$ cat src/hw/lsu_macros.svh
/*
 * bus and memory widths for the load/store unit
 * plus the delay LFSR width
 */
`ifndef LSU_MACROS_SVH
`define LSU_MACROS_SVH

`define LSU_DATA_LEN 32
`define LSU_ADDR_LEN 32

// word depth of the on-chip SRAM, higher indices give slverr
`define LSU_MEM_WORDS 256

`define LSU_LFSR_LEN 4

`endif

$ cat src/hw/delay_lfsr.sv
/*
 * free-running Fibonacci LFSR
 * gives pseudo-random handshake delay targets
 */
`include "lsu_macros.svh"

module delay_lfsr #(
	parameter logic [`LSU_LFSR_LEN-1:0] SEED = 'd1
) (
	input  logic                     clk,
	input  logic                     rstn,
	output logic [`LSU_LFSR_LEN-1:0] delay_o
);

	logic feedback;

	// taps for x^4 + x^3 + 1, period 15
	assign feedback = delay_o[`LSU_LFSR_LEN-1] ^ delay_o[`LSU_LFSR_LEN-2];

	always_ff @(posedge clk) begin
		if (rstn) begin
			// seed must be nonzero or the register locks up
			delay_o <= SEED;
		end else begin
			delay_o <= {delay_o[`LSU_LFSR_LEN-2:0], feedback};
		end
	end

endmodule

$ cat config.mk
export PLATFORM = sky130hd
export DESIGN_NAME = delay_lfsr
export DESIGN_NICKNAME = d
export VERILOG_FILES = /design/src/hw/delay_lfsr.sv
export VERILOG_INCLUDE_DIRS = /design/src /design/src/hw
export SDC_FILE = /design/constraint.sdc
export NUM_CORES = 1
export LEC_CHECK = 0
export BUFFER_PORTS_ARGS = -buffer_cell sky130_fd_sc_hd__buf_2
export CORE_AREA = 8 8 45 47
export DETAILED_ROUTE_END_ITERATION = 12
export DIE_AREA = 0 0 53 55
export PLACE_DENSITY = 0.3
export SLEW_MARGIN = 25
export SYNTH_ARGS = -nofsm -noshare
export SYNTH_HDL_FRONTEND = slang
export SYNTH_SLANG_ARGS = --single-unit
$ cat constraint.sdc
create_clock -name clk -period 1.1 [get_ports clk]
set_input_delay 0.11 -clock clk [delete_from_list [all_inputs] [get_ports clk]]
set_output_delay 0.11 -clock clk [all_outputs]
set_load 0.005 [all_outputs]
== Yosys cells after proc, flatten, opt, wreduce, memory -nomap -nowiden ==
Index checks and enable logic that the tools add are counted.

* Flip-flop bits (word level): 4
* Bits of input ports: 2
* Output and inout port bits: 4
* Word-level logic and storage cells: 2

* Bitwise logic cells: 1

{| class="wikitable"
|+ Operators by type and width
! operator !! count
|-
| XOR 1 bit || 1
|}

== Longest topological paths before layout ==
* Depth in word-level cells: 1
* Gate-level depth with buffers: 2
* Depth with buffers taken out: 2

== Worst setup path after synthesis ==
OpenSTA, ideal clock, no wires.

* Path kind: register to register
* Start: register delay_o[2]
* End: register delay_o[0]
* Library setup time: 0.117 ns
* Data arrival time: 0.519 ns
* Required time: 0.983 ns
* Setup slack: 0.464 ns
* Stages on the path, launching flop included: 3
* Path buffers: 0
* Period minus slack after synthesis: 0.636 ns
* Path through: dfxtp_1 > xnor2_1 > nand2b_1

* Longest elaborated chain between the ends: 1

{| class="wikitable"
|+ Ends and longest elaborated chain
! item !! RTL line !! source
|-
| from (decl) || delay_lfsr.sv:12 || <nowiki>output logic [`LSU_LFSR_LEN-1:0] delay_o</nowiki>
|-
| from (signal assigned) || delay_lfsr.sv:25 || <nowiki>delay_o <= {delay_o[`LSU_LFSR_LEN-2:0], feedback};</nowiki>
|-
| XOR 1 bit || delay_lfsr.sv:18 || <nowiki>assign feedback = delay_o[`LSU_LFSR_LEN-1] ^ delay_o[`LSU_LFSR_LEN-2];</nowiki>
|}

Every way passes these cells.
A chain may end at the register's enable or synchronous reset.

== Final worst setup path ==
* Start: register delay_o[2]
* End: output port delay_o[2]

No word-level cell between the ends.

==> flow_summary.ini <==
[global_route]
antenna_found_initial = 0
grt_pass1_wl_um = 407
grt_start_max_net_pins = 5
grt.overflow.total = 0
grt_pass1_vias = 107
grt_use_total_pct = 2.622

[pwr]
clkPwrFrac_pct = 48.7
internal_power_w = 0.0002900
power.switching_w = 0.00006617
netSwitchingFraction_pct = 18.58
p_leak_nw = 0.08021
pwr-share-seq_pct = 45.0
ir_drop_uv = 270.3
powerDensity_mw_per_mm2 = 1963
pwr-share-comb_pct = 6.4

[setup_path]
cp_max_fo = 3
arrival_ns = 0.70
cp-start-kind = register
cp_top_family = flip-flops
crit_buf_inv = 1
worstSetupPathType = reg2out
r2r-end = delay_o[0]
cpPeakStageDelay_ns = 0.35
endpoint_kind = output port
required_ns = 0.99
cp_slowest_cell = dfxtp_1
r2r_slack_ns = 0.44
path_cells = buf_2
r2r_cells = 2
regToRegStartpoint = delay_o[2]

[finish]
final_util_pct = 13.11
area_growth_pct = 59.34
largest_register_ffs = 4
largest_register = delay_o
fin_nets = 21
diodes = 0
drive_above_1_share_pct = 47.06
largestRegisters = delay_o (4)
final_common_cell = buf_2
final_cell_area_um2 = 181.4
layout_common_cells = 5 x buf_2, 4 x dfxtp_1, 3 x nor2b_1, 3 x clkbuf_4

[floorplanning]
die_w_um = 53
io_pins = 6
core_mm2 = 0.001384
start_util_pct = 8.228
dieHeight_um = 55
rows = 14
dieArea_mm2 = 0.002915

[sta]
finalSetupViolCount = 0
clock-skew-final_ns = 0.002081
hold_violations = 0
fin_crit_sh_pct = 73.53
final.setup.tns_ns = 0
finalCriticalPeriod_ns = 0.8089
worst_pin_slew_ns = 0.1472
max_freq_mhz = 1236
finalMaxSlewViolations = 0
relSlewSlack_pct = 90.12
rsz0062_at_grt = false

[yosys]
yosysSeqAreaShare_pct = 70.33
syn_inst = 9
ys_seq_elements = 4
synth_warnings = 0
synth_nets = 11
avgSynthCellArea_um2 = 12.65
synth-simple-area-share_pct = 21.98
synthXorXnorAreaFrac_pct = 7.692
yosys.area_share.adder_pct = 0
synth_compound_area_share_pct = 0
synthMuxAreaShare_pct = 0
synthDistinctLibCells = 4
synth_top_family_by_area = simple AND/OR/NAND/NOR gates
netlist_area_um2 = 113.9

[clock_tree]
clockBufferDepth = 2
post_cts_buffers = 0
cts.sinks = 4
cts_htree_levels = 1
clock_latency_ns = 0.23
cts_buffers = 3
cts.clk_slew.worst_paths_ns = 0.03
root_buffer = clkbuf_4
cts_tree = built
cts_hold_buf = 0
ctsResizeCount = 0

[hold_path]
min_from = rstn
hold_path_end = delay_o[3]
min_path_cells = 2
min_path_type = in2reg

[placement]
place.gp.congestion = 0.5558
port_buffers = 5
place_area_um2 = 158.9

[route]
dr.pass1.iters = 1
vias = 89
drt-initial-drc-count = 0
vias_per_cell = 2.697
final_antenna_net_count = 0
wl_um = 260
drc_errors = 0
avgRoutedWirePerCell_um = 7.879

[job]
max_cap_violations = 0

[status]
status = finished, final reports clean
==> Yosys cell counts <==
cell type,instances,area (µm²)
nor2b_1,3,18.77
nand2b_1,1,6.260
dfxtp_1,4,80.08
xnor2_1,1,8.760
==> layout make-up <==
| class | count | area (µm²) |
|---|---|---|
| repair buffers | 5 | 25.02 |
| clock buffers | 3 | 22.52 |
| fillers | 163 | 1202 |
| well taps | 16 | 20.02 |
| flip-flops and latches | 4 | 80.08 |
| multi-input cells | 5 | 33.78 |
==> layer usage <==
layer	part of all wire (%)	track usage, %	up-vias
met1	47	1.973	39
li1	-	-	44
met3	25	3.743	0
met4	0	5.172	0
met2	27	1.758	6
met5	0	0	-
==> power by group through the flow <==
stage / Combinational [W] / Sequential, W / Clock (W)
6_report: 0.0000227 / 0.000160 / 0.000173
5_1_grt: 0.0000258 / 0.000161 / 0.000196
4_1_cts: 0.0000236 / 0.000160 / 0.000185
3_5_place_dp: 0.0000235 / 0.000162 / 0
3_3_place_gp: 0.0000230 / 0.000162 / 0
2_1_floorplan: 0.00000807 / 0.000163 / 0
==> how the worst max path moves through the flow <==
stage	slack (ns)	depth (start not counted)	start	endpoint
finish	0.29	1	delay_o[2]	delay_o[2]
global route	0.24	1	delay_o[2]	delay_o[2]
CTS	0.27	1	delay_o[2]	delay_o[2]
detailed placement	0.45	2	delay_o[2]	delay_o[0]
global placement	0.44	2	delay_o[2]	delay_o[0]
floorplan	0.46	2	delay_o[2]	delay_o[0]
==> metrics by stage <==
stage / hold WS [ns] / power (W) / instances / worst slack, ns
floorplan: 0.1816 / 0.0001710 / 9 / 0.4640
global placement: 0.3207 / 0.0001854 / 30 / 0.4435
detailed placement: 0.3261 / 0.0001858 / 30 / 0.4454
CTS: 0.07944 / 0.0003692 / 33 / 0.2716
global route: 0.08677 / 0.0003830 / 33 / 0.2425
finish: 0.08978 / 0.0003562 / 33 / 0.2911
==> logic make-up after synthesis <==
group | after synthesis
xor+xnor | 1
flops | 4
simple gates | 4
Note: power is estimated with default switching activity, not from simulation.
