===== src/hw/lsu_macros.svh =====
/*
 * bus and memory widths for the load/store unit
 * plus the delay LFSR width
 */
`ifndef LSU_MACROS_SVH
`define LSU_MACROS_SVH

`define LSU_DATA_LEN 32
`define LSU_ADDR_LEN 32

// word depth of the on-chip SRAM, higher indices give slverr
`define LSU_MEM_WORDS 256

`define LSU_LFSR_LEN 4

`endif


===== src/hw/axi_lite_pkg.sv =====
/*
 * AXI-lite memory bus types
 * response codes, byte strobe and bus word
 */
`include "lsu_macros.svh"

package axi_lite_pkg;

	typedef enum logic [1:0] {
		resp_okay   = 2'b00,
		resp_slverr = 2'b10
	} axi_resp_e;

	// one strobe bit per byte lane
	typedef logic [`LSU_DATA_LEN/8-1:0] axi_strb_t;

	typedef logic [`LSU_DATA_LEN-1:0] axi_word_t;

endpackage


===== src/hw/lsu_op_pkg.sv =====
/*
 * load and store kind encodings
 * funct union read by the LSU control and datapath
 */
package lsu_op_pkg;

	// load kinds are funct3 + 1 so that zero means no load
	typedef enum logic [2:0] {
		ld_none = 3'd0,
		ld_lb   = 3'd1,
		ld_lh   = 3'd2,
		ld_lw   = 3'd3,
		ld_lbu  = 3'd5,
		ld_lhu  = 3'd6
	} load_kind_e;

	typedef enum logic [1:0] {
		st_none = 2'd0,
		st_sb   = 2'd1,
		st_sh   = 2'd2,
		st_sw   = 2'd3
	} store_kind_e;

	typedef struct packed {
		logic        spare;
		store_kind_e kind;
	} store_view_t;

	// is_store selects which view is meaningful
	typedef union packed {
		load_kind_e  load;
		store_view_t store;
	} lsu_funct_u;

endpackage


===== src/hw/load_extend.sv =====
/*
 * load lane selection
 * sign or zero extension of the read word
 */
module load_extend
	import lsu_op_pkg::*, axi_lite_pkg::*;
(
	input  lsu_funct_u funct_i,
	input  logic [1:0] addr_lo_i,
	input  axi_word_t  r_data_i,
	output axi_word_t  load_data_o
);

	logic [7:0]  byte_sel;
	logic [15:0] half_sel;

	assign byte_sel = r_data_i[{addr_lo_i, 3'b000} +: 8];
	assign half_sel = addr_lo_i[1] ? r_data_i[31:16] : r_data_i[15:0];

	always_comb begin
		case (funct_i.load)
			ld_lb: begin
				load_data_o = {{24{byte_sel[7]}}, byte_sel};
			end
			ld_lh: begin
				load_data_o = {{16{half_sel[15]}}, half_sel};
			end
			ld_lbu: begin
				load_data_o = {24'd0, byte_sel};
			end
			ld_lhu: begin
				load_data_o = {16'd0, half_sel};
			end
			default: begin
				// lw and anything else take the full word
				load_data_o = r_data_i;
			end
		endcase
	end

endmodule


===== config.mk =====
export PLATFORM = sky130hd
export DESIGN_NAME = load_extend
export DESIGN_NICKNAME = d
export VERILOG_FILES = /design/src/hw/axi_lite_pkg.sv /design/src/hw/lsu_op_pkg.sv /design/src/hw/load_extend.sv
export VERILOG_INCLUDE_DIRS = /design/src /design/src/hw
export SDC_FILE = /design/constraint.sdc
export NUM_CORES = 1
export LEC_CHECK = 0
export BUFFER_PORTS_ARGS = -buffer_cell sky130_fd_sc_hd__buf_2
export CAP_MARGIN = 20
export CORE_MARGIN = 1.5
export CORE_UTILIZATION = 44
export DETAILED_ROUTE_END_ITERATION = 7
export GPL_TIMING_DRIVEN = 0
export PLACE_DENSITY = 0.9
export SLEW_MARGIN = 20
export SYNTH_ARGS = -nofsm -noshare
export SYNTH_HDL_FRONTEND = slang
export SYNTH_SLANG_ARGS = --single-unit

===== constraint.sdc =====
create_clock -name vclk -period 1.2
set_input_delay 0.06 -clock vclk [all_inputs]
set_output_delay 0.06 -clock vclk [all_outputs]
set_load 0.02 [all_outputs]

### Word-level counts from Yosys, hierarchy flattened

Index checks and enable logic that the tools add are counted.

* flip-flop bits (word level): 0
* bits of input ports: 37
* output and inout bits: 32

* eq/ne operators: 4
* shift-type cells: 1
* muxes and demuxes: 2

Operators with widths (number)
* 32-bit case mux with 4 select lines: 1
* 32-bit by 6-bit variable part select with 8-bit output: 1
* 16-bit two-way mux: 1
* 3-bit equality test, second input constant: 2
* 3-bit by 1-bit equality test with 1-bit output, second input constant: 1
* 3-bit by 2-bit equality test with 1-bit output, second input constant: 1

### Longest topological paths before layout

* word-level depth: 2
* mapped depth: 5
* gate-level depth less buffers: 3

### Least setup slack after synthesis

No wires, ideal clock.

* kind: in2out
* start: in addr_lo_i[1]
* end: out load_data_o[0]
* data arrival time: 1.267 ns
* required time: 1.140 ns
* setup slack: -0.127 ns
* stages: 5
* buffers on the path: 2
* cells stage by stage: buf_2 -> and3b_1 -> clkbuf_1 -> a211oi_1 -> a311oi_1

* longest elaborated chain between the ends: 2

RTL lines
* start: declaration: RTL line load_extend.sv:9 `input logic [1:0] addr_lo_i,`
* 32-bit by 6-bit variable part select with 8-bit output / 16-bit two-way mux (equally long branches): RTL line load_extend.sv:17, load_extend.sv:18
* 32-bit case mux with 4 select lines (*): RTL line load_extend.sv:21 `case (funct_i.load)`
* end: declaration: RTL line load_extend.sv:11 `output axi_word_t load_data_o`

Mark *: on every way between the ends. The rest lies on a longest branch, timed or not.

### Worst setup path after layout

* start: in r_data_i[7]
* end: out load_data_o[10]

* longest elaborated chain between the ends: 2

RTL lines
* start: declaration: RTL line load_extend.sv:10 `input axi_word_t r_data_i,`
* 32-bit by 6-bit variable part select with 8-bit output: RTL line load_extend.sv:17 `assign byte_sel = r_data_i[{addr_lo_i, 3'b000} +: 8];`
* 32-bit case mux with 4 select lines: RTL line load_extend.sv:21

Every way passes these cells.

==> reports/metrics.cfg <==
[synthesis]
synth_cell_types=28
syn_area_um2=967
syn-num-nets=191
synthCells=154
yosysSeqAreaShare=0
ys_warn_count=0
synth_area_per_cell_um2=6.28

[global_route]
overflow=0
grt_pass1_vias=1476
grt.total_usage=0.376
antenna_found_initial=0
grt_max_degree=11
grt_first_pass_wirelength_mm=7.44
use_met3=0.0818
grt_use_met2=0.604
use_met1=0.490
grt_busiest_layer=met2

[min_path]
min_to=load_data_o[15]
hold_class=input pin to primary output
min-delay-start=r_data_i[15]
hold_depth=3

[layout]
syn_to_final_growth_pct=84.2
design.seq.count=0
seq_area_um2=0
clock_buffers=0
final_util=0.881
n_fill_cell=92
final_cells=258
final_nets=269
layout-drive-gt1-share=0.557

[routing]
drt-vias-per-instance=7.00
detail-route-antenna-nets=0
initialDrtViolationCount=204
avgRoutedWirePerCell_um=22.7
wl_mm=5.86
drt-pass1-iter-count=5
route.vias.total=1807
drc=0

[placed_design]
dp.cells=249
gp_congestion=0.932
pre_cts_ws_ns=-0.334
dp_hpwl_mm=2.77
io_buffers=68

[status]
status=finished, violations left
violations=negative setup slack

[die]
start_util=0.478
die_x_um=49.9
rows=16
dieArea_um2=2490
coreArea_um2=2020
die_h_um=49.9
pin_count=69

[power]
design_power_total_mw=0.912
power_leakage_nw=0.931
irDropWorstVdd_uv=418
power.density_nw_per_um2=512

[timing]
fin_crit_sh=1.17
drv_slew=0
finalWorstSetupSlack_ns=-0.209
hold_slack_ns=0.440
rsz0062_at_grt=yes
finalHoldViolCount=0
min_period_ns=1.41
setup-violations-final=32
worst_slew_margin_rel=0.715
fmax_mhz=710
worst_pin_slew_ns=0.426

[worst_setup_path]
crit_fanout=8
critPathCaptureType=primary output
critPathKind=input pin to primary output
required_ns=1.14
timing.critical_path.from_type=input pin
worstPathArrival_ns=1.35

[run]
drv_cap=0

[clocking]
cts_hold_buf=0

-- final cells by class --
| class | count | area (µm²) | share of cell area |
|---|---|---|---|
| Antenna cell | 1 | 2.50 | 0.00140 |
| Inverter | 7 | 26.3 | 0.0147 |
| Timing Repair Buffer | 78 | 527 | 0.296 |
| Buffer | 15 | 158 | 0.0885 |
| Tap cell | 27 | 33.8 | 0.0190 |
| Multi-Input combinational cell | 130 | 1030 | 0.581 |
-- placed cells by master (no fill, tap or decap), drive strengths merged --
master,count
nand3b,2
inv,7
mux2i,1
and3b,1
a21oi,8
nand2b,10
a211o,8
and2,9
diode,1
or3,1
nand3,24
nor3b,1
a211oi,14
a21o,7
o21ai,23
nor2b,10
mux4,1
nor2,1
a311oi,7
clkbuf,4
a221o,1
mux2,1
buf,89
-- cell usage after synthesis (all sizes together) --
master | n | area, µm²
or3 | 1 | 6.26
and2 | 9 | 56.3
nand3b | 2 | 18.8
a21o | 7 | 52.6
a211o | 8 | 70.1
a221o | 1 | 10.0
and3b | 1 | 8.76
clkbuf | 8 | 31.3
mux2 | 1 | 11.3
nand3 | 24 | 120
nor3b | 1 | 18.8
mux2i | 1 | 10.0
nor2 | 1 | 3.75
a311oi | 7 | 61.3
a211oi | 14 | 105
nand2b | 10 | 65.1
nor2b | 10 | 62.6
mux4 | 1 | 22.5
inv | 7 | 26.3
a21oi | 8 | 40.0
buf | 9 | 51.3
o21ai | 23 | 115
-- worst max-delay path by stage --
stage / start / endpoint / slack (ns) / depth (start not counted)
2_1_floorplan: addr_lo_i[1] / load_data_o[1] / -0.13 / 5
3_3_place_gp: addr_lo_i[1] / load_data_o[1] / -0.32 / 7
3_5_place_dp: addr_lo_i[1] / load_data_o[1] / -0.33 / 7
4_1_cts: addr_lo_i[0] / load_data_o[25] / -0.13 / 6
5_1_grt: addr_lo_i[1] / load_data_o[13] / -0.32 / 7
6_report: r_data_i[7] / load_data_o[10] / -0.21 / 5
-- routing by layer --
layer  share of wire  vias up
li1                -      734
met1            0.35      790
met2            0.43      210
met3            0.14       73
met4           0.082        0
met5               0        -
-- logic make-up after synthesis --
| family | Yosys count | share of synthesized area |
|---|---|---|
| AOI/OAI and AO/OA | 68 | 0.470 |
| and+or+nand+nor | 59 | 0.373 |
| buffers and inverters | 24 | 0.113 |
| muxes | 3 | 0.0453 |
-- power by group --
| group | total (mW) | switching [mW] | internal (mW) |
|---|---|---|---|
| sequential | 0 | 0 | 0 |
| combinational | 0.912 | 0.521 | 0.392 |
| clock | 0.000000112 | 0 | 0.000000112 |
| total | 0.912 | 0.521 | 0.392 |
-- timing repair --
action / 4_1_cts / 5_1_grt
gates resized for setup: 64 / 25
setup buffers: 6 / 4
endpoints found under the hold margin: 0 / 0
pin swaps: 4 / 9
endpoints found under the setup margin: 32 / 31
-- metrics by stage --
stage | instance area [µm²] | setup TNS, ns
finish | 1780 | -3.99
global placement | 1400 | -6.59
global route | 1780 | -4.89
floorplan | 1030 | -0.995
CTS | 1650 | -2.04
detailed placement | 1400 | -6.81
-- critical path, stage by stage --
cell	delay, ns
buf_2	0.12
mux4_2	0.51
nor3b_4	0.22
a211o_1	0.30
buf_6	0.14
Power figures use the tool's default switching activity.
