## src/hw/lsu_macros.svh

```systemverilog
/*
 * bus and memory widths for the load/store unit
 * plus the delay LFSR width
 */
`ifndef LSU_MACROS_SVH
`define LSU_MACROS_SVH

`define LSU_DATA_LEN 32
`define LSU_ADDR_LEN 32

// word depth of the on-chip SRAM, higher indices give slverr
`define LSU_MEM_WORDS 256

`define LSU_LFSR_LEN 4

`endif

```

## src/hw/axi_lite_pkg.sv

```systemverilog
/*
 * AXI-lite memory bus types
 * response codes, byte strobe and bus word
 */
`include "lsu_macros.svh"

package axi_lite_pkg;

	typedef enum logic [1:0] {
		resp_okay   = 2'b00,
		resp_slverr = 2'b10
	} axi_resp_e;

	// one strobe bit per byte lane
	typedef logic [`LSU_DATA_LEN/8-1:0] axi_strb_t;

	typedef logic [`LSU_DATA_LEN-1:0] axi_word_t;

endpackage

```

## src/hw/lsu_op_pkg.sv

```systemverilog
/*
 * load and store kind encodings
 * funct union read by the LSU control and datapath
 */
package lsu_op_pkg;

	// load kinds are funct3 + 1 so that zero means no load
	typedef enum logic [2:0] {
		ld_none = 3'd0,
		ld_lb   = 3'd1,
		ld_lh   = 3'd2,
		ld_lw   = 3'd3,
		ld_lbu  = 3'd5,
		ld_lhu  = 3'd6
	} load_kind_e;

	typedef enum logic [1:0] {
		st_none = 2'd0,
		st_sb   = 2'd1,
		st_sh   = 2'd2,
		st_sw   = 2'd3
	} store_kind_e;

	typedef struct packed {
		logic        spare;
		store_kind_e kind;
	} store_view_t;

	// is_store selects which view is meaningful
	typedef union packed {
		load_kind_e  load;
		store_view_t store;
	} lsu_funct_u;

endpackage

```

## src/hw/store_align.sv

```systemverilog
/*
 * store lane alignment
 * write data and byte strobe registered at request acceptance
 */
module store_align
	import lsu_op_pkg::*, axi_lite_pkg::*;
(
	input  logic       clk,
	input  logic       capture_i,
	input  lsu_funct_u funct_i,
	input  logic [1:0] addr_lo_i,
	input  axi_word_t  wdata_i,
	output axi_word_t  w_data_o,
	output axi_strb_t  w_strb_o
);

	axi_word_t lane_data;
	axi_strb_t lane_strb;

	// data copied into every lane, the strobe picks the live ones
	always_comb begin
		case (funct_i.store.kind)
			st_sb: begin
				lane_data = {4{wdata_i[7:0]}};
				lane_strb = 4'b0001 << addr_lo_i;
			end
			st_sh: begin
				lane_data = {2{wdata_i[15:0]}};
				// addr bit 0 ignored for halfwords
				lane_strb = addr_lo_i[1] ? 4'b1100 : 4'b0011;
			end
			st_sw: begin
				lane_data = wdata_i;
				lane_strb = 4'b1111;
			end
			default: begin
				lane_data = wdata_i;
				lane_strb = 4'b0000;
			end
		endcase
	end

	always_ff @(posedge clk) begin
		if (capture_i) begin
			w_data_o <= lane_data;
			w_strb_o <= lane_strb;
		end
	end

endmodule

```

## config.mk

```make
export PLATFORM = sky130hd
export DESIGN_NAME = store_align
export DESIGN_NICKNAME = d
export VERILOG_FILES = /design/src/hw/axi_lite_pkg.sv /design/src/hw/lsu_op_pkg.sv /design/src/hw/store_align.sv
export VERILOG_INCLUDE_DIRS = /design/src /design/src/hw
export SDC_FILE = /design/constraint.sdc
export NUM_CORES = 1
export LEC_CHECK = 0
export ABC_AREA = 1
export BUFFER_PORTS_ARGS = -buffer_cell sky130_fd_sc_hd__buf_2
export CORE_UTILIZATION = 50
export DETAILED_ROUTE_END_ITERATION = 7
export GPL_ROUTABILITY_DRIVEN = 0
export MAX_ROUTING_LAYER = met4
export PLACE_DENSITY_LB_ADDON = 0.2
export SYNTH_ARGS = -nofsm -noshare
export SYNTH_HDL_FRONTEND = slang
export SYNTH_SLANG_ARGS = --single-unit
```

## constraint.sdc

```tcl
create_clock -name clk -period 2.1 [get_ports clk]
set_input_delay 0.105 -clock clk [delete_from_list [all_inputs] [get_ports clk]]
set_output_delay 0.105 -clock clk [all_outputs]
set_load 0.01 [all_outputs]
```

# == Word level (Yosys, flattened, before mapping) ==
# Index checks and enable logic that the tools add are counted.
# word_totals
ff_bits,36
inputBits,39
output_inout_bits,36
elab_cells,9
# op_classes
n_eq_ne,3
shift,1
mux,3
# op_table
operator,n
case mux 32 bit (2 select lines),1
case mux 4 bit (3 select lines),1
equality test 2 bit (second input constant),2
two-way mux 4 bit,1
left shift 1 x 2 -> 4 bit (first input constant),1
equality test 2 x 1 -> 1 bit (second input constant),1

# == Logic depth before layout (Yosys ltp) ==
# logic_depth
ltp_word,2
ltp_mapped,7

# == Worst setup path after synthesis ==
# No wires, ideal clock.
# synth_timing
kind,input to register
from,in funct_i[1] (netlist name)
to,reg w_data_o[16] (data pin)
arrival_time_ns,0.845
required_ns,1.839
path_slack_ns,0.994
path_stages,7
path_buffers,2
path_cell_list,inv_1 > ha_1 > buf_6 > inv_2 > buf_6 > nand2_1 > o21ai_0
# synth_via
elab_chain_cells,2
elab_cells_between_ends,3
classes_between,eq/ne (2); mux (1)
# synth_rtl
element,line,rtl
from (decl),store_align.sv:10,"input lsu_funct_u funct_i,"
equality test 2 bit / equality test 2 x 1 -> 1 bit (equally long branches),store_align.sv:22,case (funct_i.store.kind)
case mux 32 bit (2 select lines) (*),store_align.sv:22,
net lane_data[16],store_align.sv:17,axi_word_t lane_data;
to (signal assigned),store_align.sv:45,w_data_o <= lane_data;
to (decl),store_align.sv:13,"output axi_word_t w_data_o,"
# The timed path passes the listed nets; every way through them passes the cells marked *.
# A chain may end at the register's enable or synchronous reset.

# == Worst setup path after layout ==
# layout_timing
from,in funct_i[0] (netlist name)
to,reg w_data_o[23] (data pin)
# Same word-level chain as after synthesis.

==> results by group <==
Timing
  • Setup ws final: 0.868 ns
  • Final Hold Fails: 0
  • Finish-stage setup viols: 0
  • RSZ-0062 raised after global routing: false
  • Achievable clock frequency: approximately 810 MHz
  • Share of the clock period used by the worst path after layout: 58.7%
  • Slew @ Worst Pin: 0.783 ns
  • Worst-case hold slack: roughly 0.038 ns
  • Minimum period implied by the final worst setup slack: between 1 and 1.5 ns
  • Final Max Slew Viols: 0
  • Total Negative Setup Slacks: 0 ns
  • Max_slew headroom: between 40 and 50%

Logic synthesis
  • Gate Count Post-Synth: 155
  • Post-synthesis cell type count: 13
  • Total standard cell area after synthesis: ~1600 µm²
  • Syn_nets: roughly 200
  • Sequential-to-total area share from yosys stat: ~66%
  • Mean post-synth cell area: ~11 µm²
  • Count of warnings emitted by yosys: 0
  • Flip-flop and latch count after synthesis: 36

Critical path
  • Data arrival at the endpoint of the critical path: 1.31 ns
  • WS Path Type: in -> reg
  • Required @ worst endpoint: 2.18 ns
  • Worst setup path startpoint: funct_i[0]
  • Delay of the slowest critical-path stage: roughly 0.54 ns
  • Max stage delay cell, worst path: sky130_fd_sc_hd__ha_1
  • Critical path fanouts, max: 24
  • Type of element capturing the critical path: register
  • Crit path launch type: input pin
  • Cells traversed along the worst timing path: buf_2 > inv_1 > ha_1 > inv_2 > nand2_1 > o21ai_0

Power
  • P per Cell Area: between 700 and 800 nW/µm²
  • PnR Total Power: 1.51 mW
  • Leak: about 1.1 nW
  • Worst VDD drop: 334 µV

Die
  • Area inside the core boundary: between 3000 and 4000 µm²
  • Total I/O pin count: 75
  • Die Area: 3510 µm²
  • Die height: ~60 µm
  • Floorplan die width: about 59 µm
  • Initial standard-cell utilization of the core: a little over half
  • Number of rows created at floorplan: 20

CTS
  • Clock H-tree levels: 2
  • # Post-CTS Setup Buffers: 0
  • Number of cells upsized or downsized after cts: 0
  • Master cell of the clock root buffer: sky130_fd_sc_hd__clkbuf_4
  • TritonCTS clock tree: yes
  • Number of buffers created by CTS: 5
  • Quantity of hold-fixing buffers added after cts: 8
  • Total clock sinks: 36
  • Maximum buffer depth of the clock tree: 2
  • Clock transition at the registers of the reported paths: around 0.10 ns

Placed design
  • Post-Place Cell Area: between 2000 and 2500 µm²
  • Worst setup slack after placement: 0.483 ns
  • Total half-perimeter wirelength after legalization and detailed placement: ~2400 µm
  • Port Buffer Count: 73
  • Placed instance count: between 200 and 300

Global route
  • GRT Util Overall: around 22%
  • Initial antenna violation count: 0
  • Total congestion overflow: 0
  • Global-route wire length before repair: 5400 µm
  • Vias in the first global route: between 1k and 1.5k
  • Largest net degree at the start of global routing: 37

Finish
  • Sequential Area: 1080 µm²
  • Net count of the finished layout: 282
  • # diodes: 0
  • Post-layout instance area: about 2100 µm²
  • Number of fill cells: 253
  • Ratio of cells with drive above 1 in the final layout: a little over a third
  • Non-filler cells in the finished layout: between 200 and 300
  • Footprint of the multi-input gates: between 400 and 500 µm²
  • Area grow syn2layout: 30.2%
  • Core Util, Final: 69.3%

Worst hold path
  • Type of the tightest min-delay check: in -> reg
  • Worst min-delay path startpoint: wdata_i[27]

Outcome
  • Result of the run: finished clean

Route
  • DRC violation count after routing: 0
  • Drt via density: 4.60
  • Final WL: ~3400 µm
  • Violation count after the first detailed-routing iteration: 45
  • Via count: ~1.3k
  • Iteration count of the initial detailed-routing pass: 4
  • Count of nets left with antenna violations after detail routing: 0
  • Wire per inst: roughly 12 µm

Job
  • # Max-Cap Violations: 0
[sequential cells by signal (all words and copies together), names as in the netlist]
signal / cells
w_strb_o: 4
w_data_o: 32
[cell usage after synthesis]
cell / count / area, µm²
sky130_fd_sc_hd__nand2_1: 73 / 274
sky130_fd_sc_hd__edfxtp_1: 36 / 1080
sky130_fd_sc_hd__inv_1: 13 / 48.8
sky130_fd_sc_hd__o21ai_0: 8 / 40.0
sky130_fd_sc_hd__nor2_1: 6 / 22.5
sky130_fd_sc_hd__ha_1: 5 / 62.6
sky130_fd_sc_hd__buf_6: 4 / 45.0
sky130_fd_sc_hd__a21oi_1: 3 / 15.0
sky130_fd_sc_hd__nand2_2: 2 / 12.5
sky130_fd_sc_hd__nand3_1: 2 / 10.0
sky130_fd_sc_hd__buf_4: 1 / 7.51
sky130_fd_sc_hd__inv_2: 1 / 3.75
sky130_fd_sc_hd__o21ai_4: 1 / 16.3
[area by class of cell]
type                            instances  share of cell area, %
Sequential cell                        36                   50.7
Timing Repair Buffer                   81                   20.9
Clock inverter                          1                  0.235
Multi-Input combinational cell        100                   21.2
Clock buffer                            6                   1.94
Inverter                               14                   2.46
Tap cell                               44                   2.58
[logic make-up (layout without fill, tap and decap cells)]
group / after synthesis / in the layout / share of synthesized area [%]
and+or+nand+nor: 83 / 83 / 19.5
DFF: 36 / 36 / 66.0
buffers and inverters: 19 / 102 / 6.41
AOI/OAI and AO/OA: 12 / 12 / 4.35
adders and majority gates: 5 / 5 / 3.82
[cell usage in the layout, fill, tap and decap left out, types with 2 or more instances in the layout]
cell type	count
sky130_fd_sc_hd__nand2_1	73
sky130_fd_sc_hd__edfxtp_1	36
sky130_fd_sc_hd__nand2_2	2
sky130_fd_sc_hd__nor2_1	6
sky130_fd_sc_hd__clkbuf_4	5
sky130_fd_sc_hd__a21oi_1	3
sky130_fd_sc_hd__buf_2	73
sky130_fd_sc_hd__ha_1	5
sky130_fd_sc_hd__o21ai_0	8
sky130_fd_sc_hd__inv_1	13
sky130_fd_sc_hd__nand3_1	2
sky130_fd_sc_hd__dlygate4sd3_1	8
[per-layer routing]
metal	wire [µm]	track usage, %
met5	0	-
met4	62	9.18
met3	204	6.33
met2	1830	39.0
met1	1280	23.6
[critical path: cells and delay by family]
family | cells | cell delay, ns
fa+ha+maj | 1 | 0.54
buf+inv | 3 | 0.46
simple gates | 1 | 0.13
compound gates | 1 | 0.08
[worst paths after layout]
check,slack (ns),cells after the start,endpoint
max,0.87,6,w_data_o[23]$_DFFE_PP_
min,0.04,3,w_data_o[27]$_DFFE_PP_
[power breakdown]
group	leakage (nW)	switching [mW]	internal [mW]
sequential	0.349	0.0154	0.878
combinational	0.683	0.165	0.115
clock	0.0281	0.211	0.123
Power figures use the tool's default switching activity.
