## src/hw/lsu_macros.svh

```systemverilog
/*
 * bus and memory widths for the load/store unit
 * plus the delay LFSR width
 */
`ifndef LSU_MACROS_SVH
`define LSU_MACROS_SVH

`define LSU_DATA_LEN 32
`define LSU_ADDR_LEN 32

// word depth of the on-chip SRAM, higher indices give slverr
`define LSU_MEM_WORDS 256

`define LSU_LFSR_LEN 4

`endif

```

## src/hw/axi_lite_pkg.sv

```systemverilog
/*
 * AXI-lite memory bus types
 * response codes, byte strobe and bus word
 */
`include "lsu_macros.svh"

package axi_lite_pkg;

	typedef enum logic [1:0] {
		resp_okay   = 2'b00,
		resp_slverr = 2'b10
	} axi_resp_e;

	// one strobe bit per byte lane
	typedef logic [`LSU_DATA_LEN/8-1:0] axi_strb_t;

	typedef logic [`LSU_DATA_LEN-1:0] axi_word_t;

endpackage

```

## src/hw/lsu_op_pkg.sv

```systemverilog
/*
 * load and store kind encodings
 * funct union read by the LSU control and datapath
 */
package lsu_op_pkg;

	// load kinds are funct3 + 1 so that zero means no load
	typedef enum logic [2:0] {
		ld_none = 3'd0,
		ld_lb   = 3'd1,
		ld_lh   = 3'd2,
		ld_lw   = 3'd3,
		ld_lbu  = 3'd5,
		ld_lhu  = 3'd6
	} load_kind_e;

	typedef enum logic [1:0] {
		st_none = 2'd0,
		st_sb   = 2'd1,
		st_sh   = 2'd2,
		st_sw   = 2'd3
	} store_kind_e;

	typedef struct packed {
		logic        spare;
		store_kind_e kind;
	} store_view_t;

	// is_store selects which view is meaningful
	typedef union packed {
		load_kind_e  load;
		store_view_t store;
	} lsu_funct_u;

endpackage

```

## src/hw/lsu_ctrl.sv

```systemverilog
/*
 * LSU control FSM: idle, address phase, response phase, done
 * delay counters gate the bus valids and readies
 */
`include "lsu_macros.svh"

module lsu_ctrl
	import lsu_op_pkg::*, axi_lite_pkg::*;
(
	input  logic                     clk,
	input  logic                     rstn,
	input  logic                     req_valid_i,
	input  logic                     is_store_i,
	input  lsu_funct_u               funct_i,
	input  axi_word_t                addr_i,
	input  logic                     wd_i,
	input  logic [4:0]               wreg_i,
	input  logic [`LSU_LFSR_LEN-1:0] delay_a_i,
	input  logic [`LSU_LFSR_LEN-1:0] delay_b_i,
	input  axi_word_t                load_data_i,
	input  logic                     ar_ready_i,
	input  logic                     aw_ready_i,
	input  logic                     w_ready_i,
	input  logic                     r_valid_i,
	input  axi_resp_e                r_resp_i,
	input  logic                     b_valid_i,
	input  axi_resp_e                b_resp_i,
	output logic                     done_o,
	output axi_word_t                result_o,
	output logic [4:0]               wreg_o,
	output logic                     wd_o,
	output logic                     err_o,
	output logic                     ar_valid_o,
	output axi_word_t                ar_addr_o,
	output logic                     aw_valid_o,
	output axi_word_t                aw_addr_o,
	output logic                     w_valid_o,
	output logic                     r_ready_o,
	output logic                     b_ready_o,
	output logic                     capture_o
);

	localparam logic [1:0] s_idle = 2'd0;
	localparam logic [1:0] s_addr = 2'd1;
	localparam logic [1:0] s_resp = 2'd2;
	localparam logic [1:0] s_done = 2'd3;

	logic [1:0]               state;
	logic [`LSU_LFSR_LEN-1:0] cnt, tgt_a, tgt_b;
	logic                     aw_sent, w_sent, err_q;
	axi_word_t                addr_q, load_q;
	logic                     is_load, is_wr, a_due, b_due;
	logic                     ar_fire, aw_fire, w_fire, r_fire, b_fire, wr_done;

	// union decode, passthrough when neither view names an access
	assign is_load = !is_store_i && (funct_i.load != ld_none);
	assign is_wr = is_store_i && (funct_i.store.kind != st_none);

	assign a_due = cnt >= tgt_a;
	assign b_due = cnt >= tgt_b;

	assign ar_valid_o = (state == s_addr) && is_load && a_due;
	assign aw_valid_o = (state == s_addr) && is_wr && !aw_sent && a_due;
	assign w_valid_o = (state == s_addr) && is_wr && !w_sent && b_due;
	assign r_ready_o = (state == s_resp) && is_load && a_due;
	assign b_ready_o = (state == s_resp) && is_wr && a_due;

	assign ar_fire = ar_valid_o && ar_ready_i;
	assign aw_fire = aw_valid_o && aw_ready_i;
	assign w_fire = w_valid_o && w_ready_i;
	assign r_fire = r_valid_i && r_ready_o;
	assign b_fire = b_valid_i && b_ready_o;
	// both write channels may finish in different cycles
	assign wr_done = (aw_sent || aw_fire) && (w_sent || w_fire);

	assign capture_o = (state == s_idle) && req_valid_i;
	assign ar_addr_o = addr_q;
	assign aw_addr_o = addr_q;

	assign done_o = (state == s_done);
	assign err_o = done_o && err_q;
	assign result_o = is_load ? load_q : addr_q;
	assign wreg_o = wreg_i;
	// no register writeback after an error response
	assign wd_o = wd_i && !err_q;

	always_ff @(posedge clk) begin
		if (rstn) begin
			state <= s_idle;
			cnt <= '0;
			tgt_a <= '0;
			tgt_b <= '0;
			aw_sent <= 1'b0;
			w_sent <= 1'b0;
			err_q <= 1'b0;
		end else begin
			// saturating phase counter, cleared on each phase entry below
			if (cnt != {`LSU_LFSR_LEN{1'b1}}) begin
				cnt <= cnt + 1'b1;
			end
			case (state)
				s_idle: begin
					if (req_valid_i) begin
						state <= s_addr;
						cnt <= '0;
						tgt_a <= delay_a_i;
						tgt_b <= delay_b_i;
						aw_sent <= 1'b0;
						w_sent <= 1'b0;
						err_q <= 1'b0;
					end
				end
				s_addr: begin
					if (aw_fire) begin
						aw_sent <= 1'b1;
					end
					if (w_fire) begin
						w_sent <= 1'b1;
					end
					if (!is_load && !is_wr) begin
						state <= s_done;
					end else if (ar_fire || (is_wr && wr_done)) begin
						state <= s_resp;
						cnt <= '0;
						tgt_a <= delay_a_i;
					end
				end
				s_resp: begin
					if (r_fire) begin
						err_q <= (r_resp_i != resp_okay);
						state <= s_done;
					end else if (b_fire) begin
						err_q <= (b_resp_i != resp_okay);
						state <= s_done;
					end
				end
				default: begin
					state <= s_idle;
				end
			endcase
		end
	end

	always_ff @(posedge clk) begin
		if (capture_o) begin
			addr_q <= addr_i;
		end
		if (r_fire) begin
			load_q <= load_data_i;
		end
	end

endmodule

```

## config.mk

```make
export PLATFORM = sky130hd
export DESIGN_NAME = lsu_ctrl
export DESIGN_NICKNAME = d
export VERILOG_FILES = /design/src/hw/axi_lite_pkg.sv /design/src/hw/lsu_op_pkg.sv /design/src/hw/lsu_ctrl.sv
export VERILOG_INCLUDE_DIRS = /design/src /design/src/hw
export SDC_FILE = /design/constraint.sdc
export NUM_CORES = 1
export LEC_CHECK = 0
export BUFFER_PORTS_ARGS = -buffer_cell sky130_fd_sc_hd__buf_2
export CAP_MARGIN = 20
export CORE_AREA = 3 3 86 109
export CTS_CLUSTER_SIZE = 16
export DETAILED_ROUTE_END_ITERATION = 16
export DIE_AREA = 0 0 89 112
export PLACE_DENSITY_LB_ADDON = 0.08
export REMOVE_ABC_BUFFERS = 1
export SLEW_MARGIN = 20
export SYNTH_ARGS = -nofsm -noshare
export SYNTH_HDL_FRONTEND = slang
export SYNTH_SLANG_ARGS = --single-unit
```

## constraint.sdc

```tcl
create_clock -name clk -period 2.7 [get_ports clk]
set_input_delay 0.54 -clock clk [delete_from_list [all_inputs] [get_ports clk]]
set_output_delay 0.54 -clock clk [all_outputs]
set_load 0.005 [all_outputs]
```

; Word-level counts from Yosys, hierarchy flattened
; Cells that the tools add are included.
; Widths: inputs -> output; s select.
[totals]
register_bits = 81
input_bits = 94
out_inout_bits = 110
elab_cells = 93
[classes]
n_addsub = 1
n_lt_le_gt_ge = 2
n_eq_ne = 11
mux = 24
n_reduce_logical = 46
[op_table]
columns = operator, count
row1 = $mux 32, 1
row2 = $mux 4, 7
row3 = $logic_and 1x1->1, 24
row4 = $pmux 4 s2, 2
row5 = $reduce_and 3->1, 4
row6 = $mux 2, 5
row7 = $reduce_bool 2->1, 5
row8 = $ge 4x4->1, 2
row9 = $ne 2x2->1 const B, 4
row10 = $logic_not 1->1, 6
row11 = $pmux 1 s2, 3
row12 = $pmux 2 s3, 1
row13 = $mux 1, 5
row14 = $add 4x1->4 const B, 1
row15 = $eq 2x2->1 const B, 2
row16 = $ne 4x4->1 const B, 1
row17 = $reduce_and 4->1, 1
row18 = $logic_or 1x1->1, 3
row19 = $ne 3x1->1 const B, 1
row20 = $ne 3x3->1 const B, 1
row21 = $reduce_bool 3->1, 1
row22 = $eq 2x1->1 const B, 1
row23 = $logic_not 2->1, 1
row24 = $ne 2x1->1 const B, 1
row25 = $reduce_and 2->1, 1

; Longest topological paths before layout
; Gate-level depths: netlist (run 1).
[depth]
word_depth = 13
mapped_depth = 9
mapped_depth_nobuf = 8

; Worst setup path before layout (run 1)
; No wires, ideal clock.
[synth_timing]
kind = reg2reg
start = register cnt[0]
end = register load_q[0] (enable)
setup_time_ps = 392
t_arrival_ps = 2051
t_required_ps = 2308
setup_slack_ps = 257
stages_incl_launch_ff = 7
n_path_buf = 0
period_less_slack_ps = 2443
cell_sequence = dfxtp_1 inv_1 ha_1 nor3b_1 o21ai_1 and3_1 and2_1
[synth_via]
elab_chain_len = 3
[synth_lines]
columns = element, line
row1 = from (decl), lsu_ctrl.sv:49  ; logic [`LSU_LFSR_LEN-1:0] cnt, tgt_a, tgt_b;
row2 = from (signal assigned), lsu_ctrl.sv:99  ; cnt <= cnt + 1'b1;
row3 = $ge 4x4->1, lsu_ctrl.sv:59  ; assign a_due = cnt >= tgt_a;
row4 = $logic_and 1x1->1, lsu_ctrl.sv:65  ; assign r_ready_o = (state == s_resp) && is_load && a_due;
row5 = named net r_ready_o, lsu_ctrl.sv:38  ; output logic r_ready_o,
row6 = $logic_and 1x1->1, lsu_ctrl.sv:71  ; assign r_fire = r_valid_i && r_ready_o;
row7 = named net r_fire, lsu_ctrl.sv:53  ; logic ar_fire, aw_fire, w_fire, r_fire, b_fire, wr_done;
row8 = to (signal assigned), lsu_ctrl.sv:149  ; load_q <= load_data_i;
row9 = to (decl), lsu_ctrl.sv:51  ; axi_word_t addr_q, load_q;
; The timed path passes the listed nets, and every way through them passes these cells.
; A chain may end at the register's enable or synchronous reset.

; Final worst setup path (run 1)
[layout_timing]
start = register cnt[0]
end = output port w_valid_o
[layout_via]
elab_chain_len = 2
[layout_lines]
columns = element, line
row1 = $ge 4x4->1, lsu_ctrl.sv:60  ; assign b_due = cnt >= tgt_b;
row2 = $logic_and 1x1->1, lsu_ctrl.sv:64  ; assign w_valid_o = (state == s_addr) && is_wr && !w_sent && b_due;
row3 = to (decl), lsu_ctrl.sv:37  ; output logic w_valid_o,
; Every way passes these cells.

==> metrics.cfg, run 1 <==
[synthesis]
synth-xor-area-share=0.002321
ys.flop_type=edfxtp_1
yosys_warnings=0
synth-async-reset-ratio=0
synth_cell_types=41
ys_ff_latch=81
avgSynthCellArea_um2=13.57
netlist_area_mm2=0.003774
synth_top_family_by_area=multiplexers
muxShareOfSynthArea=0.1141
synthAdderAreaFrac=0.04642
synthSimpleGateAreaFrac=0.07626
synth-compound-area-share=0.06698
seq_area_frac_synth=0.5995
synth_edf_count=64
synth_cells=278

[clocking]
cts_root_buf=clkbuf_8
numCtsBuffers=9
clk_path_buf_depth=2
clk_latency_ps=350
h-tree-depth=3
clk_pin_slew_worst_paths_ps=80
cts.sinks=81
cts_setup_buffers=0
cts_tree=built

[min_path]
hold_class=input port to register

[critical_path]
critPathKind=register to primary output
cp-start-kind=register
slowest_delay_ps=410
end_kind=primary output
arrival_ps=2070
cp_cell_sequence=inv_1 -> ha_1 -> nand2b_4 -> a2111o_1 -> nand2_1 -> nor2_1 -> and3b_1 -> buf_2
crit_required_ps=2160
critPathSlowestCell=a2111o_1
path_max_fanout=5

[sta]
skew_ps=8.443
slew_headroom=0.5937
tightest_slew_ps=607.9
hold_viol_final=0
finalSetupTns_ps=0
min_period_over_period=0.9654
slew_violations=0
min_period_ps=2607
setup_violations=0
layout_setup_ws_ps=93.36
max_freq_mhz=383.6
rsz0062_at_grt=yes
whs_ps=362.0

[power]
ir_worst_vdd_mv=0.5430
cellPowerDensity_mw_per_mm2=800.7
p_total_mw=3.864
leakagePower_nw=2.107

[placement]
portBuffers=193
place_area_mm2=0.004592
post-place-ws_ps=-60.00
gp_congestion=0.8172
place_inst=530
hpwl_um=6907

[routing]
drtIter0Drc=104
via_count=2684
viasPerCell=4.916
drt_first_pass_iters=4
wl_um=9315
drc=0
ant_nets=0
drt-wirelength-per-cell_um=17.06

[run_status]
status=complete, no violations

[global_routing]
grt_pass1_vias=2587
overflow=0
grt_first_pass_wirelength_um=13210
antenna_found_initial=0
grt_max_degree=37
track_usage=0.1783

[final_layout]
layoutNonFillerInstCount=546
nets=550
diodes=0
area_growth_pct=27.88
final_core_util=0.5670
layout-drive-gt1-share=0.5695
stdcell_area_mm2=0.004826

[floorplanning]
die_w_um=89
io-pin-count=204
start_util=0.4434
core-area_mm2=0.008511
dieArea_mm2=0.009968
die-height_um=112
row_count=38

[flow_run]
cap_viol_max_count=0

area by class of cell:
class                   instances  area (um2)
repair buffers                196        1001
inverters                      11       41.29
fillers                       746        3685
flip-flops and latches         81        2266
clock buffers                   9       123.9
well taps                     100       125.1
multi-input cells             143        1185
clock inverters                 6       83.83
placed cells by master (no fill, tap or decap), types with 3 or more instances in the layout:
master,instances
a21oi_1,8
and2_1,3
and3_1,3
buf_2,193
clkbuf_8,9
dfxtp_1,16
edfxtp_1,64
ha_1,14
inv_1,11
mux2_2,32
mux2i_1,7
nand2_1,22
nand3_1,3
nor2_1,7
nor3_2,4
o21ai_0,7
state kept, by name, summed over array words and instances, names as in the netlist:
signal     count
tgt_a          4
ar_addr_o     32
w_sent         1
state          2
err_q          1
load_q        32
aw_sent        1
cnt            4
tgt_b          4
worst paths after layout:
check | slack [ps] | start | endpoint | depth (start not counted)
hold / removal | 360 | addr_i[17] | ar_addr_o[17] | 1
setup reg to reg | 390 | cnt[3] | tgt_a[2] | 7
setup / recovery | 90 | cnt[0] | w_valid_o | 8
hold reg to reg | 460 | tgt_b[1] | tgt_b[1] | 2
report_power, final:
group | switching (mW) | leakage (nW) | internal [mW]
clock network | 0.427 | 0.100 | 0.511
registers | 0.133 | 0.733 | 1.59
logic | 0.642 | 1.27 | 0.559
total | 1.20 | 2.11 | 2.66
Yosys cell counts (3+ instances only):
master     n  area [um2]
nor2b_1    3       18.77
and2_1     3       18.77
o21ai_0    7       35.03
nand2_1   22       82.58
a21oi_1    8       40.04
mux2_2    32       360.4
mux2i_1    7       70.07
ha_1      14       175.2
nor3_1     3       15.01
nor2_1     8       30.03
edfxtp_1  64        1922
buf_2      3       15.01
buf_4     37       277.8
nor3_2     3       30.03
dfxtp_1   17       340.3
nand3_1    3       15.01
clkbuf_1   3       11.26
and3_1     3       18.77
inv_1     11       41.29
cells by family (layout without fill, tap and decap cells):
group / Yosys count / in the layout
DFF: 81 / 81
AOI/OAI and AO/OA: 33 / 33
buffers and inverters: 55 / 222
xor gates and xnor gates: 1 / 1
muxes: 39 / 39
adders and majority gates: 14 / 14
and+or+nand+nor: 55 / 56
metal layers:
metal	global-route usage	vias to the layer above	part of all wire
met2	0.3226	127	0.53
li1	-	1304	-
met1	0.1946	1239	0.37
met4	0.07349	0	0.019
met5	0	-	0
met3	0.04071	14	0.072
timing repair:
item / CTS / global route
endpoints found under the setup margin: 3 / 35
gates resized for setup: 3 / 3
pin swaps: 0 / 1
hold buffers: 0 / 0
endpoints found under the hold margin: 0 / 0
gates cloned: 0 / 1
worst max-delay path, delay by kind of cell, from the launching register on:
kind	cells	cell delay [ps]
simple gates	4	480
fa+ha+maj	1	280
flops	1	380
compound gates	1	410
buf+inv	2	190
Note: power is estimated with default switching activity, not from simulation.
==> inputs of run 2 (changes only) <==
CORE_AREA = 3 3 107 88   (was 3 3 86 109)
DIE_AREA = 0 0 110 91   (was 0 0 89 112)
==> run 2 against run 1 <==
Compared with the run above:
- cell count increased by 2.7%
- worst hold slack improved by 6.2 ps
- sequential share of layout area decreased by 0.42 points
- non-clock buffer count increased by 3
- worst setup slack improved by 17 ps
- core utilization increased by 0.96 points
- clock-buffer cell count increased by 1
- die area increased by 0.42%
- clock skew about the same
==> metrics.cfg, run 2 (synthesis results as in run 1) <==
[sta]
hold_viol_final=0
min_period_over_period=0.9592
slew_violations=0
max_freq_mhz=386.1
whs_ps=368.3
tightest_slew_ps=988.4
skew_ps=8.388
setup_violations=0
rsz0062_at_grt=yes
min_period_ps=2590
slew_headroom=0.3395

[routing]
ant_nets=0
drc=0
viasPerCell=4.816
wl_um=8794
drtIter0Drc=80
drt-wirelength-per-cell_um=15.68
drt_first_pass_iters=4
via_count=2702

[critical_path]
arrival_ps=2050
path_max_fanout=35
crit_required_ps=2160
cp_cell_sequence=buf_2 -> nor3_1 -> nor2_4 -> mux2_2 -> buf_2
end_kind=primary output
cp_num_buf_inv=2
slowest_delay_ps=750
critPathSlowestCell=nor2_4
critPathKind=input port to primary output
cp-start-kind=input port
critical_path.most_common_cell=buf_2
crit_family=simple AND/OR/NAND/NOR gates

[clocking]
cts.sinks=81
h-tree-depth=3
clk_path_buf_depth=2
cts_root_buf=clkbuf_8
numCtsBuffers=9
clk_latency_ps=340
clk_pin_slew_worst_paths_ps=90
cts_tree=built

[floorplanning]
dieArea_mm2=0.01001
die-height_um=91
die_w_um=110
start_util=0.4468
row_count=30
core-area_mm2=0.008446
io-pin-count=204

[final_layout]
diodes=0
final_common_cell=buf_2
area_growth_pct=29.05
layoutNonFillerInstCount=561
nets=552
layout-drive-gt1-share=0.5724
mostFrequentLayoutCells=buf_2, edfxtp_1, mux2_2

[global_routing]
grt_max_degree=36
grt_pass1_vias=2638
grt_first_pass_wirelength_um=13210
overflow=0
track_usage=0.1736
antenna_found_initial=0

[power]
cellPowerDensity_mw_per_mm2=820.7
ir_worst_vdd_mv=0.3601
leakagePower_nw=2.133

[placement]
portBuffers=193
place_inst=543
gp_congestion=0.7753
hpwl_um=6715

[run_status]
status=complete, no violations

[flow_run]
cap_viol_max_count=0

[min_path]
hold_class=input port to register

-- run 2: final cells by class --
type                       instances  area (um2)
fill                             747        3576
clock inverter                     6       115.1
timing repair buffer             199        1011
inverter                          11       41.29
sequential                        81        2266
multi-input combinational        142        1169
clock buffer                      10       127.6
tap                              112       140.1
-- run 2: where the power goes --
part	leakage (nW)	switching (mW)	total, mW	internal (mW)
registers	0.733	0.132	1.72	1.59
logic	1.28	0.639	1.21	0.573
clock network	0.117	0.441	1.06	0.620
total	2.13	1.21	4.00	2.78
-- run 2: path summary, 6_finish.rpt --
check	end	cells past startpoint	from	slack, ps
max	result_o[25]	5	funct_i[1]	110
min	ar_addr_o[1]	1	addr_i[1]	370
max reg2reg	tgt_a[1]	7	cnt[3]	380
min reg2reg	tgt_b[2]	2	tgt_b[2]	460
-- run 2: repair_timing --
item	CTS	global route
setup buffers	0	2
pin swaps	0	1
gates resized for setup	1	3
setup endpoints to repair	2	11
hold buffers	0	0
-- run 2: through the flow --
stage               setup WS [ps]  setup TNS (ps)  utilization  instance area, um2  power (mW)
floorplan                  -911.8          -41860            -                3458       2.389
global placement            11.25               0       0.5449                4602       2.936
detailed placement         -71.86          -233.8       0.5449                4602       2.947
CTS                         7.500               0       0.5738                4846       4.016
global route               -8.556          -44.01       0.5766                4870       4.258
finish                      110.1               0       0.5766                4870       3.997
-- run 2: layer usage --
metal	up-vias	global-route usage	wire, um
met4	0	0.04984	116
li1	1307	-	-
met5	-	0	0
met2	133	0.2934	4352
met1	1254	0.2050	3519
met3	8	0.06397	806
